File: config.mk
export PLATFORM = sky130hd
export DESIGN_NAME = serial_link
export DESIGN_NICKNAME = d
export VERILOG_FILES = /design/src/serial_link_pkg.sv /design/src/serial_link_beat_if.sv /design/src/serial_link_raw_if.sv /design/src/serial_link_regs.sv /design/src/serial_link_raw_mode.sv /design/src/serial_link_framer.sv /design/src/serial_link_tx_arbiter.sv /design/src/serial_link_phy.sv /design/src/serial_link.sv
export SDC_FILE = /design/constraint.sdc
export NUM_CORES = 1
export LEC_CHECK = 0
export BUFFER_PORTS_ARGS = -buffer_cell sky130_fd_sc_hd__buf_2
export CORE_MARGIN = 2
export CORE_UTILIZATION = 55
export DETAILED_ROUTE_END_ITERATION = 10
export GPL_TIMING_DRIVEN = 0
export PLACE_DENSITY = 0.83
export SLEW_MARGIN = 30
export SYNTH_ARGS = -nofsm -noshare
export SYNTH_HDL_FRONTEND = slang
export SYNTH_SLANG_ARGS = --single-unit
File: constraint.sdc
create_clock -name clk_i -period 3.8 [get_ports clk_i]
set_input_delay 0.38 -clock clk_i [delete_from_list [all_inputs] [get_ports clk_i]]
set_output_delay 0.38 -clock clk_i [all_outputs]
set_load 0.005 [all_outputs]
File: src/serial_link_pkg.sv
// Serial link package with lane widths, register map and shared types
`default_nettype none

package serial_link_pkg;

  // Link dimensions
  localparam int NumLanes     = 8;
  localparam int WordWidth    = 32;
  localparam int BeatsPerWord = 4;
  localparam int RawFifoDepth = 4;
  localparam int ClkDivWidth  = 8;
  localparam int AddrWidth    = 5;

  typedef logic [NumLanes-1:0]             beat_t;
  typedef logic [WordWidth-1:0]            word_t;
  typedef logic [ClkDivWidth-1:0]          clk_div_t;
  typedef logic [$clog2(RawFifoDepth):0]   fill_t;
  typedef logic [AddrWidth-1:0]            apb_addr_t;

  // Forwarded clock divider limits
  localparam clk_div_t ClkDivReset = 8'd4;
  localparam clk_div_t ClkDivMin   = 8'd4;

  ////////////////////////////////////////
  // Register map
  ////////////////////////////////////////

  // CTRL bit 0 is raw_mode_en, bit 1 is raw_out_en
  localparam apb_addr_t RegCtrl         = 5'h00;
  localparam apb_addr_t RegClkDiv       = 5'h04;
  localparam apb_addr_t RegRawOutData   = 5'h08;
  localparam apb_addr_t RegRawOutStatus = 5'h0C;
  // Bit 8 valid, bits 7..0 data
  localparam apb_addr_t RegRawInData    = 5'h10;

endpackage

`default_nettype wire

File: src/serial_link_beat_if.sv
// Beat channel with valid/ready handshake and a frame-end flag
`timescale 1ns/100ps
`default_nettype none

interface serial_link_beat_if
  import serial_link_pkg::*;
();

  beat_t beat;
  logic  valid;
  logic  ready;
  // Set on the final beat of a frame
  logic  last;

  modport src (
    output beat, valid, last,
    input  ready
  );

  modport dst (
    input  beat, valid, last,
    output ready
  );

endinterface

`default_nettype wire

File: src/serial_link_raw_if.sv
// Raw-mode link between the register block and the raw FIFOs
`timescale 1ns/100ps
`default_nettype none

interface serial_link_raw_if
  import serial_link_pkg::*;
();

  // Transmit side
  logic  push;
  beat_t push_beat;
  logic  tx_full;
  fill_t tx_fill;

  // Receive side, rx_beat is the FIFO head
  logic  pop;
  beat_t rx_beat;
  logic  rx_valid;

  modport regs (
    output push, push_beat, pop,
    input  tx_full, tx_fill, rx_beat, rx_valid
  );

  modport fifo (
    input  push, push_beat, pop,
    output tx_full, tx_fill, rx_beat, rx_valid
  );

endinterface

`default_nettype wire

File: src/serial_link_regs.sv
// APB register block for link control, clock divider and raw-mode access
`timescale 1ns/100ps
`default_nettype none

module serial_link_regs
  import serial_link_pkg::*;
(
  input  logic        clk_i,
  input  logic        arst_n_i,
  input  logic        psel_i,
  input  logic        penable_i,
  input  logic        pwrite_i,
  input  apb_addr_t   paddr_i,
  input  logic [31:0] pwdata_i,
  output logic [31:0] prdata_o,
  output logic        pready_o,
  output logic        pslverr_o,
  serial_link_raw_if.regs raw_o,
  output logic        raw_mode_en_o,
  output logic        raw_out_en_o,
  output clk_div_t    clk_div_o
);

  logic     raw_mode_en_q;
  logic     raw_out_en_q;
  clk_div_t clk_div_q;
  clk_div_t new_div;
  logic     div_legal;
  logic     wr_en;
  logic     rd_en;
  beat_t    rx_data;

  // Zero wait states, access phase always completes
  assign pready_o = 1'b1;
  assign wr_en    = psel_i && penable_i && pwrite_i;
  assign rd_en    = psel_i && penable_i && !pwrite_i;

  // Divider must be even and at least the minimum
  assign new_div   = pwdata_i[ClkDivWidth-1:0];
  assign div_legal = !new_div[0] && (new_div >= ClkDivMin);

  // Raw FIFO strobes
  assign raw_o.push      = wr_en && (paddr_i == RegRawOutData) && !raw_o.tx_full;
  assign raw_o.push_beat = pwdata_i[NumLanes-1:0];
  assign raw_o.pop       = rd_en && (paddr_i == RegRawInData) && raw_o.rx_valid;

  assign rx_data = raw_o.rx_valid ? raw_o.rx_beat : '0;

  always_ff @(posedge clk_i or negedge arst_n_i) begin
    if (!arst_n_i) begin
      raw_mode_en_q <= 1'b0;
      raw_out_en_q  <= 1'b0;
      clk_div_q     <= ClkDivReset;
    end else if (wr_en) begin
      if (paddr_i == RegCtrl) begin
        raw_mode_en_q <= pwdata_i[0];
        raw_out_en_q  <= pwdata_i[1];
      end
      // Illegal values leave the divider untouched
      if (paddr_i == RegClkDiv && div_legal) begin
        clk_div_q <= new_div;
      end
    end
  end

  // Read mux and error decode
  always_comb begin
    prdata_o  = '0;
    pslverr_o = 1'b0;
    case (paddr_i)
      RegCtrl:         prdata_o = {30'b0, raw_out_en_q, raw_mode_en_q};
      RegClkDiv: begin
        prdata_o  = 32'(clk_div_q);
        pslverr_o = pwrite_i && !div_legal;
      end
      RegRawOutData:   pslverr_o = pwrite_i && raw_o.tx_full;
      RegRawOutStatus: prdata_o = 32'(raw_o.tx_fill);
      RegRawInData:    prdata_o = {23'b0, raw_o.rx_valid, rx_data};
      default:         pslverr_o = 1'b1;
    endcase
  end

  assign raw_mode_en_o = raw_mode_en_q;
  assign raw_out_en_o  = raw_out_en_q;
  assign clk_div_o     = clk_div_q;

  // The phy relies on an even divider of at least the minimum
  a_clk_div_legal: assert property (
    @(posedge clk_i) disable iff (!arst_n_i)
    (clk_div_q >= ClkDivMin) && !clk_div_q[0]
  );

endmodule

`default_nettype wire

File: src/serial_link_raw_mode.sv
// Raw-mode transmit and receive FIFOs between registers and the lanes
`timescale 1ns/100ps
`default_nettype none

module serial_link_raw_mode
  import serial_link_pkg::*;
(
  input  logic  clk_i,
  input  logic  arst_n_i,
  serial_link_raw_if.fifo raw_i,
  input  logic  out_en_i,
  input  logic  in_en_i,
  serial_link_beat_if.src tx_o,
  input  beat_t rx_beat_i,
  input  logic  rx_beat_valid_i
);

  typedef logic [$clog2(RawFifoDepth)-1:0] ptr_t;

  // Index 0 is the transmit FIFO, index 1 the receive FIFO
  logic  [1:0] push;
  logic  [1:0] pop;
  logic  [1:0] full;
  logic  [1:0] empty;
  beat_t [1:0] wdata;
  beat_t [1:0] head;
  fill_t [1:0] fill;

  for (genvar f = 0; f < 2; f++) begin : gen_fifo
    beat_t mem_q [RawFifoDepth];
    ptr_t  wr_ptr_q;
    ptr_t  rd_ptr_q;
    fill_t fill_q;

    always_ff @(posedge clk_i or negedge arst_n_i) begin
      if (!arst_n_i) begin
        wr_ptr_q <= '0;
        rd_ptr_q <= '0;
        fill_q   <= '0;
      end else begin
        if (push[f]) wr_ptr_q <= wr_ptr_q + ptr_t'(1);
        if (pop[f])  rd_ptr_q <= rd_ptr_q + ptr_t'(1);
        if (push[f] && !pop[f]) fill_q <= fill_q + fill_t'(1);
        if (pop[f] && !push[f]) fill_q <= fill_q - fill_t'(1);
      end
    end

    always_ff @(posedge clk_i) begin
      if (push[f]) mem_q[wr_ptr_q] <= wdata[f];
    end

    assign head[f]  = mem_q[rd_ptr_q];
    assign fill[f]  = fill_q;
    assign full[f]  = fill_q == fill_t'(RawFifoDepth);
    assign empty[f] = fill_q == '0;
  end

  ////////////////////////////////////////
  // Transmit FIFO
  ////////////////////////////////////////

  assign push[0]  = raw_i.push;
  assign wdata[0] = raw_i.push_beat;
  assign pop[0]   = tx_o.valid && tx_o.ready;

  // Every raw beat is a frame of its own
  assign tx_o.valid = out_en_i && !empty[0];
  assign tx_o.beat  = head[0];
  assign tx_o.last  = 1'b1;

  assign raw_i.tx_full = full[0];
  assign raw_i.tx_fill = fill[0];

  ////////////////////////////////////////
  // Receive FIFO
  ////////////////////////////////////////

  // Beats arriving while full are lost
  assign push[1]  = in_en_i && rx_beat_valid_i && !full[1];
  assign wdata[1] = rx_beat_i;
  assign pop[1]   = raw_i.pop && !empty[1];

  assign raw_i.rx_beat  = head[1];
  assign raw_i.rx_valid = !empty[1];

  a_no_push_full: assert property (
    @(posedge clk_i) disable iff (!arst_n_i)
    !(|(push & full))
  );

endmodule

`default_nettype wire

File: src/serial_link_framer.sv
// Word framer, splits words into lane beats and rebuilds received words
`timescale 1ns/100ps
`default_nettype none

module serial_link_framer
  import serial_link_pkg::*;
(
  input  logic  clk_i,
  input  logic  arst_n_i,
  input  word_t tx_word_i,
  input  logic  tx_valid_i,
  output logic  tx_ready_o,
  serial_link_beat_if.src tx_o,
  input  beat_t rx_beat_i,
  input  logic  rx_beat_valid_i,
  input  logic  rx_en_i,
  output word_t rx_word_o,
  output logic  rx_valid_o
);

  typedef logic [$clog2(BeatsPerWord)-1:0] beat_cnt_t;

  ////////////////////////////////////////
  // Transmit, low beat first
  ////////////////////////////////////////

  word_t     tx_word_q;
  beat_cnt_t tx_cnt_q;
  logic      tx_busy_q;
  logic      tx_accept;
  logic      tx_fire;

  assign tx_ready_o = !tx_busy_q;
  assign tx_accept  = tx_valid_i && !tx_busy_q;
  assign tx_fire    = tx_o.valid && tx_o.ready;

  assign tx_o.valid = tx_busy_q;
  assign tx_o.beat  = tx_word_q[NumLanes-1:0];
  assign tx_o.last  = tx_cnt_q == beat_cnt_t'(BeatsPerWord - 1);

  always_ff @(posedge clk_i or negedge arst_n_i) begin
    if (!arst_n_i) begin
      tx_busy_q <= 1'b0;
      tx_cnt_q  <= '0;
    end else if (tx_accept) begin
      tx_busy_q <= 1'b1;
      tx_cnt_q  <= '0;
    end else if (tx_fire) begin
      tx_cnt_q <= tx_cnt_q + beat_cnt_t'(1);
      if (tx_o.last) tx_busy_q <= 1'b0;
    end
  end

  // Shift the next beat into the low lanes
  always_ff @(posedge clk_i) begin
    if (tx_accept) begin
      tx_word_q <= tx_word_i;
    end else if (tx_fire) begin
      tx_word_q <= tx_word_q >> NumLanes;
    end
  end

  ////////////////////////////////////////
  // Receive
  ////////////////////////////////////////

  word_t     rx_word_q;
  beat_cnt_t rx_cnt_q;
  logic      rx_valid_q;
  logic      rx_take;

  assign rx_take = rx_en_i && rx_beat_valid_i;

  always_ff @(posedge clk_i or negedge arst_n_i) begin
    if (!arst_n_i) begin
      rx_cnt_q   <= '0;
      rx_valid_q <= 1'b0;
    end else begin
      rx_valid_q <= rx_take && (rx_cnt_q == beat_cnt_t'(BeatsPerWord - 1));
      if (rx_take) rx_cnt_q <= rx_cnt_q + beat_cnt_t'(1);
    end
  end

  // First beat ends up in the low byte after four shifts
  always_ff @(posedge clk_i) begin
    if (rx_take) rx_word_q <= {rx_beat_i, rx_word_q[WordWidth-1:NumLanes]};
  end

  assign rx_word_o  = rx_word_q;
  assign rx_valid_o = rx_valid_q;

endmodule

`default_nettype wire

File: src/serial_link_tx_arbiter.sv
// Round-robin arbiter for the transmit beat port, switches only between frames
`timescale 1ns/100ps
`default_nettype none

module serial_link_tx_arbiter
  import serial_link_pkg::*;
(
  input  logic clk_i,
  input  logic arst_n_i,
  serial_link_beat_if.dst framer_i,
  serial_link_beat_if.dst raw_i,
  serial_link_beat_if.src phy_o
);

  // Selection 0 is the framer, 1 is the raw source
  logic locked_q;
  logic grant_q;
  logic prio_q;
  logic sel;
  logic phy_fire;

  always_comb begin
    if (locked_q) begin
      sel = grant_q;
    end else if (framer_i.valid && raw_i.valid) begin
      sel = prio_q;
    end else begin
      sel = raw_i.valid;
    end
  end

  assign phy_o.valid = sel ? raw_i.valid : framer_i.valid;
  assign phy_o.beat  = sel ? raw_i.beat  : framer_i.beat;
  assign phy_o.last  = sel ? raw_i.last  : framer_i.last;

  assign framer_i.ready = phy_o.ready && !sel;
  assign raw_i.ready    = phy_o.ready && sel;

  assign phy_fire = phy_o.valid && phy_o.ready;

  // Hold the grant from the first offered beat until the frame ends
  always_ff @(posedge clk_i or negedge arst_n_i) begin
    if (!arst_n_i) begin
      locked_q <= 1'b0;
      grant_q  <= 1'b0;
      prio_q   <= 1'b0;
    end else if (phy_o.valid) begin
      if (phy_fire && phy_o.last) begin
        locked_q <= 1'b0;
        prio_q   <= !sel;
      end else begin
        locked_q <= 1'b1;
        grant_q  <= sel;
      end
    end
  end

  a_grant_stable_in_frame: assert property (
    @(posedge clk_i) disable iff (!arst_n_i)
    (phy_fire && !phy_o.last) |=> (sel == $past(sel))
  );

endmodule

`default_nettype wire

File: src/serial_link_phy.sv
// Physical layer with forwarded-clock transmitter and synchronizing receiver
`timescale 1ns/100ps
`default_nettype none

module serial_link_phy
  import serial_link_pkg::*;
(
  input  logic     clk_i,
  input  logic     arst_n_i,
  input  clk_div_t clk_div_i,
  serial_link_beat_if.dst tx_i,
  output beat_t    lanes_o,
  output logic     lane_clk_o,
  input  beat_t    lanes_i,
  input  logic     lane_clk_i,
  output beat_t    rx_beat_o,
  output logic     rx_beat_valid_o
);

  ////////////////////////////////////////
  // Transmit
  ////////////////////////////////////////

  clk_div_t cnt_q;
  clk_div_t cnt_d;
  logic     busy_q;
  logic     busy_d;
  logic     lane_clk_q;
  beat_t    lanes_q;
  logic     last_phase;
  logic     tx_fire;

  // One beat per clk_div_i cycles, next beat taken in the final cycle
  assign last_phase = cnt_q == (clk_div_i - clk_div_t'(1));
  assign tx_i.ready = !busy_q || last_phase;
  assign tx_fire    = tx_i.valid && tx_i.ready;

  always_comb begin
    busy_d = busy_q;
    cnt_d  = cnt_q + clk_div_t'(1);
    if (tx_fire) begin
      busy_d = 1'b1;
      cnt_d  = '0;
    end else if (!busy_q || last_phase) begin
      busy_d = 1'b0;
      cnt_d  = '0;
    end
  end

  // Low for the first half of a beat, high for the second
  always_ff @(posedge clk_i or negedge arst_n_i) begin
    if (!arst_n_i) begin
      busy_q     <= 1'b0;
      cnt_q      <= '0;
      lane_clk_q <= 1'b0;
    end else begin
      busy_q     <= busy_d;
      cnt_q      <= cnt_d;
      lane_clk_q <= busy_d && (cnt_d >= (clk_div_i >> 1));
    end
  end

  always_ff @(posedge clk_i) begin
    if (tx_fire) lanes_q <= tx_i.beat;
  end

  assign lanes_o    = lanes_q;
  assign lane_clk_o = lane_clk_q;

  ////////////////////////////////////////
  // Receive
  ////////////////////////////////////////

  logic  clk_s1_q;
  logic  clk_s2_q;
  logic  clk_s3_q;
  beat_t lanes_s1_q;
  beat_t lanes_s2_q;
  beat_t rx_beat_q;
  logic  rx_valid_q;
  logic  rise;

  // Lanes follow the same two stages as the forwarded clock
  always_ff @(posedge clk_i or negedge arst_n_i) begin
    if (!arst_n_i) begin
      clk_s1_q   <= 1'b0;
      clk_s2_q   <= 1'b0;
      clk_s3_q   <= 1'b0;
      rx_valid_q <= 1'b0;
    end else begin
      clk_s1_q   <= lane_clk_i;
      clk_s2_q   <= clk_s1_q;
      clk_s3_q   <= clk_s2_q;
      rx_valid_q <= rise;
    end
  end

  assign rise = clk_s2_q && !clk_s3_q;

  always_ff @(posedge clk_i) begin
    lanes_s1_q <= lanes_i;
    lanes_s2_q <= lanes_s1_q;
    if (rise) rx_beat_q <= lanes_s2_q;
  end

  assign rx_beat_o       = rx_beat_q;
  assign rx_beat_valid_o = rx_valid_q;

endmodule

`default_nettype wire

File: src/serial_link.sv
// Serial link top level joining registers, framer, raw mode, arbiter and phy
`timescale 1ns/100ps
`default_nettype none

module serial_link
  import serial_link_pkg::*;
(
  input  logic        clk_i,
  input  logic        arst_n_i,
  input  logic        psel_i,
  input  logic        penable_i,
  input  logic        pwrite_i,
  input  apb_addr_t   paddr_i,
  input  logic [31:0] pwdata_i,
  output logic [31:0] prdata_o,
  output logic        pready_o,
  output logic        pslverr_o,
  input  word_t       tx_word_i,
  input  logic        tx_valid_i,
  output logic        tx_ready_o,
  output word_t       rx_word_o,
  output logic        rx_valid_o,
  output beat_t       lanes_o,
  output logic        lane_clk_o,
  input  beat_t       lanes_i,
  input  logic        lane_clk_i
);

  serial_link_beat_if framer_tx ();
  serial_link_beat_if raw_tx ();
  serial_link_beat_if phy_tx ();
  serial_link_raw_if  raw_if ();

  logic     raw_mode_en;
  logic     raw_out_en;
  logic     rx_en;
  clk_div_t clk_div;
  beat_t    rx_beat;
  logic     rx_beat_valid;

  // Received beats go to the framer unless raw mode is on
  assign rx_en = !raw_mode_en;

  ////////////////////////////////////////
  // Configuration
  ////////////////////////////////////////

  serial_link_regs i_regs (
    .clk_i         ( clk_i       ),
    .arst_n_i      ( arst_n_i    ),
    .psel_i        ( psel_i      ),
    .penable_i     ( penable_i   ),
    .pwrite_i      ( pwrite_i    ),
    .paddr_i       ( paddr_i     ),
    .pwdata_i      ( pwdata_i    ),
    .prdata_o      ( prdata_o    ),
    .pready_o      ( pready_o    ),
    .pslverr_o     ( pslverr_o   ),
    .raw_o         ( raw_if      ),
    .raw_mode_en_o ( raw_mode_en ),
    .raw_out_en_o  ( raw_out_en  ),
    .clk_div_o     ( clk_div     )
  );

  ////////////////////////////////////////
  // Beat sources and arbitration
  ////////////////////////////////////////

  serial_link_raw_mode i_raw_mode (
    .clk_i           ( clk_i         ),
    .arst_n_i        ( arst_n_i      ),
    .raw_i           ( raw_if        ),
    .out_en_i        ( raw_out_en    ),
    .in_en_i         ( raw_mode_en   ),
    .tx_o            ( raw_tx        ),
    .rx_beat_i       ( rx_beat       ),
    .rx_beat_valid_i ( rx_beat_valid )
  );

  serial_link_framer i_framer (
    .clk_i           ( clk_i         ),
    .arst_n_i        ( arst_n_i      ),
    .tx_word_i       ( tx_word_i     ),
    .tx_valid_i      ( tx_valid_i    ),
    .tx_ready_o      ( tx_ready_o    ),
    .tx_o            ( framer_tx     ),
    .rx_beat_i       ( rx_beat       ),
    .rx_beat_valid_i ( rx_beat_valid ),
    .rx_en_i         ( rx_en         ),
    .rx_word_o       ( rx_word_o     ),
    .rx_valid_o      ( rx_valid_o    )
  );

  serial_link_tx_arbiter i_tx_arbiter (
    .clk_i    ( clk_i     ),
    .arst_n_i ( arst_n_i  ),
    .framer_i ( framer_tx ),
    .raw_i    ( raw_tx    ),
    .phy_o    ( phy_tx    )
  );

  ////////////////////////////////////////
  // Physical layer
  ////////////////////////////////////////

  serial_link_phy i_phy (
    .clk_i           ( clk_i         ),
    .arst_n_i        ( arst_n_i      ),
    .clk_div_i       ( clk_div       ),
    .tx_i            ( phy_tx        ),
    .lanes_o         ( lanes_o       ),
    .lane_clk_o      ( lane_clk_o    ),
    .lanes_i         ( lanes_i       ),
    .lane_clk_i      ( lane_clk_i    ),
    .rx_beat_o       ( rx_beat       ),
    .rx_beat_valid_o ( rx_beat_valid )
  );

endmodule

`default_nettype wire

==> impl_metrics.tcl <==
set metrics [dict create \
    grt-ovfl-total 0 \
    ys.flop_type "edfxtp_1" \
    arrival_ns 3.87 \
    p_leak_nw 4.08 \
    tightest_slew_ns 0.916 \
    synth_cell_types 55 \
    pin_count 161 \
    layout.nets 817 \
    cp-end-kind "flop" \
    finalHoldViolations 0 \
    hold_path_depth 1 \
    cts_tree "yes" \
    pwr-share-comb_pct 15.3 \
    fill_cells 1025 \
    async_flop_share_pct 22.7 \
    clock_path_buffers 3 \
    synth_area_leaders "edfxtp_1 51%, dfrtp_1 14%, mux2_2 4.5%" \
    htreeDepth 1 \
    dieWidth_microns 128 \
    syn_inst 543 \
    die-area_sq_um 16400 \
    postRouteAntennaNets 0 \
    p_sw_mw 1.40 \
    drt_pass1_iterations 5 \
    port_buffers 111 \
    ys_ff_latch 207 \
    fin_setup_tns_ns 0 \
    setup_violations 0 \
    fin_cells 914 \
    grt_use_total_pct 19.3 \
    wl_per_cell_microns 17.1 \
    post-cts-setup-buffers 0 \
    clk_pin_slew_ns 0.06 \
    power_density_nw_per_um2 554 \
    ff2ff_path_depth 14 \
    num_rows 45 \
    multi_input_area_sq_um 2380 \
    rrSetupSlack_ns 0.26 \
    drv_slew 0 \
    dp_cells 865 \
    grt_pass1_wl_microns 24600 \
    intPower_mw 4.20 \
    clock_skew_ns 0.0327 \
    cts_made_buffers 21 \
    synth_top_area_cell "edfxtp_1" \
    ys_warn_count 0 \
    finalWeightedCongestion 0.812 \
    ys_seq_area_share_pct 69.0 \
    timing.final.crit_share_pct 93.1 \
    synth-edff-count 144 \
    fin_crit_ns 3.54 \
    p_clk_share_pct 34.1 \
    ir_drop_mv 0.459 \
    syn2layout_area_growth_pct 19.8 \
    rsz0062_at_grt "no" \
    max_freq_ghz 0.283 \
    viasPerCell 5.33 \
    synth_top_cells_by_count "144 x edfxtp_1, 46 x dfrtp_1, 40 x nand2_1" \
    synth_top_area_share_pct 51.2 \
    cp.required_ns 4.14 \
    fp.coreArea_sq_um 15100 \
    p_sw_share_pct 24.9 \
    cts_sinks 207 \
    seqCellArea_sq_um 5820 \
    hpwl_microns 11100 \
    cp-start-kind "flop" \
    avgSynthCellArea_sq_um 15.5 \
    clock_latency_ns 0.50 \
    final_cell_area_sq_um 10100 \
    slew_headroom_pct 38.8 \
    antenna_found_initial 1 \
    drt-initial-drc-count 464 \
    dieHeight_microns 128 \
    crit_type "reg -> reg" \
    path_max_fanout 5 \
    grt_pass1_vias 4790 \
    grt_max_degree 48 \
    synth_area_sq_um 8440 \
    vias 4870 \
    drc 0 \
    dpl_cell_area_sq_um 9350 \
    clockRootBuffer "clkbuf_16" \
    max_cap_violations 0 \
    synthMostInstantiatedCell "edfxtp_1" \
    drive_above_1_share_pct 31.3 \
    pwr-share-seq_pct 50.6 \
    status "finished clean" \
    routed_wl_microns 15700 \
    holdCritPathClass "in -> reg" \
    start_util_pct 55.9 \
    total_power_mw 5.60 \
]
layer usage:
layer	GRT usage (%)	routed length, microns	share of wire, %	vias up
li1	-	-	-	2276
met1	26.4	6340	40	2403
met2	32.0	8040	51	164
met3	4.17	1000	6.4	27
met4	5.04	278	1.8	0
met5	0	0	0	-
final timing paths:
| path | startpoint | end |
|---|---|---|
| hold reg to reg | i_phy.lanes_s1_q[4]$_DFF_P_ | i_phy.lanes_s2_q[4]$_DFF_P_ |
| setup / recovery | i_regs.clk_div_o[0]$_DFFE_PN0P_ | i_phy.lane_clk_o$_DFF_PN0_ |
| hold / removal | pwdata_i[3] | i_raw_mode.gen_fifo[0].mem_q[2][3]$_DFFE_PP_ |
| min in group asynchronous | arst_n_i | i_phy.clk_s1_q$_DFF_PN0_ |
| setup reg to reg | i_regs.clk_div_o[0]$_DFFE_PN0P_ | i_phy.lane_clk_o$_DFF_PN0_ |
| max in group asynchronous | arst_n_i | i_phy.busy_q$_DFF_PN0_ |
state kept, by name, indices dropped and copies added, names as in the netlist, 2 cells and up:
signal / cells
i_regs.clk_div_o: 8
i_phy.lanes_s2_q: 8
i_raw_mode.gen_fifo.rd_ptr_q: 4
i_phy.cnt_q: 8
i_framer.rx_cnt_q: 2
i_framer.tx_word_q: 32
i_phy.rx_beat_o: 8
i_raw_mode.gen_fifo.fill_q: 3
i_raw_mode.raw_i.tx_fill: 3
i_phy.lanes_s1_q: 8
i_framer.tx_cnt_q: 2
i_framer.rx_word_o: 32
i_raw_mode.gen_fifo.wr_ptr_q: 4
i_raw_mode.gen_fifo.mem_q: 64
i_phy.lanes_o: 8
cell type report:
class / instances / share of cell area (%)
multi-input combinational: 294 / 23.5
buffer: 38 / 2.43
tap: 188 / 2.33
inverter: 26 / 0.965
timing repair buffer: 122 / 6.78
antenna: 1 / 0.0248
clock buffer: 27 / 5.52
sequential: 207 / 57.6
clock inverter: 11 / 0.829
metrics by stage:
step           utilization [%]  hold WS [ns]  setup slack, ns
2_1_floorplan                -        0.0844            0.678
3_3_place_gp              61.7         0.312            0.192
3_5_place_dp              62.0         0.315           0.0910
4_1_cts                   66.9         0.108           0.0160
5_1_grt                   67.0         0.116            0.134
6_report                  67.0         0.123            0.263
timing repair:
item                                   4_1_cts  5_1_grt
endpoints found under the hold margin       55        0
setup endpoints to repair                    0        1
gates resized for setup                      0        4
hold buffers                                10        0
power by group through the flow:
stage | registers, mW | logic, mW | clock network (mW)
5_1_grt | 2.86 | 0.962 | 2.02
3_3_place_gp | 2.86 | 0.773 | 0
6_report | 2.83 | 0.854 | 1.91
2_1_floorplan | 2.84 | 0.599 | 0
3_5_place_dp | 2.87 | 0.835 | 0
4_1_cts | 2.83 | 0.851 | 1.94
worst max-delay path, stage by stage (launching register included):
cell and delay [ns]:
dfrtp_2 0.46, inv_1 0.14, ha_1 0.28, nand2b_4 0.07, o211a_1 0.21, o31a_1 0.33, o41ai_4 0.31, or2_1 0.19
ha_1 0.22, nand2b_1 0.14, a21o_1 0.18, a21oi_1 0.17, o21ai_0 0.19, a311oi_1 0.35, o22ai_1 0.14
logic make-up after synthesis:
family / synth area share (%)
compound gates: 4.19
xor+xnor: 3.10
fa+ha+maj: 3.59
buf+inv: 3.99
flops: 69.0
mux: 9.16
other cells: 0.0890
simple gates: 6.92
cell usage in the layout, fill, tap and decap left out, types with 3 or more instances in the layout:
cell and count:
nand2b_1 3, nor3_1 5, mux2_2 34, mux4_2 16
inv_1 24, nand2_1 40, clkinv_1 6, nand3_1 10
clkbuf_1 14, ha_1 21, dfrtp_1 45, buf_2 111
mux2i_1 3, dlygate4sd3_1 10, nand4_1 4, dfxtp_1 16
a31oi_1 3, nor2b_1 5, edfxtp_1 144, and2_1 18
clkbuf_16 21, buf_4 26, a21oi_1 7, and3_1 4
o21ai_0 11, nor2_1 18, a22o_1 7, xnor2_1 11
xor2_1 17, conb_1 24
Power figures use the tool's default switching activity.
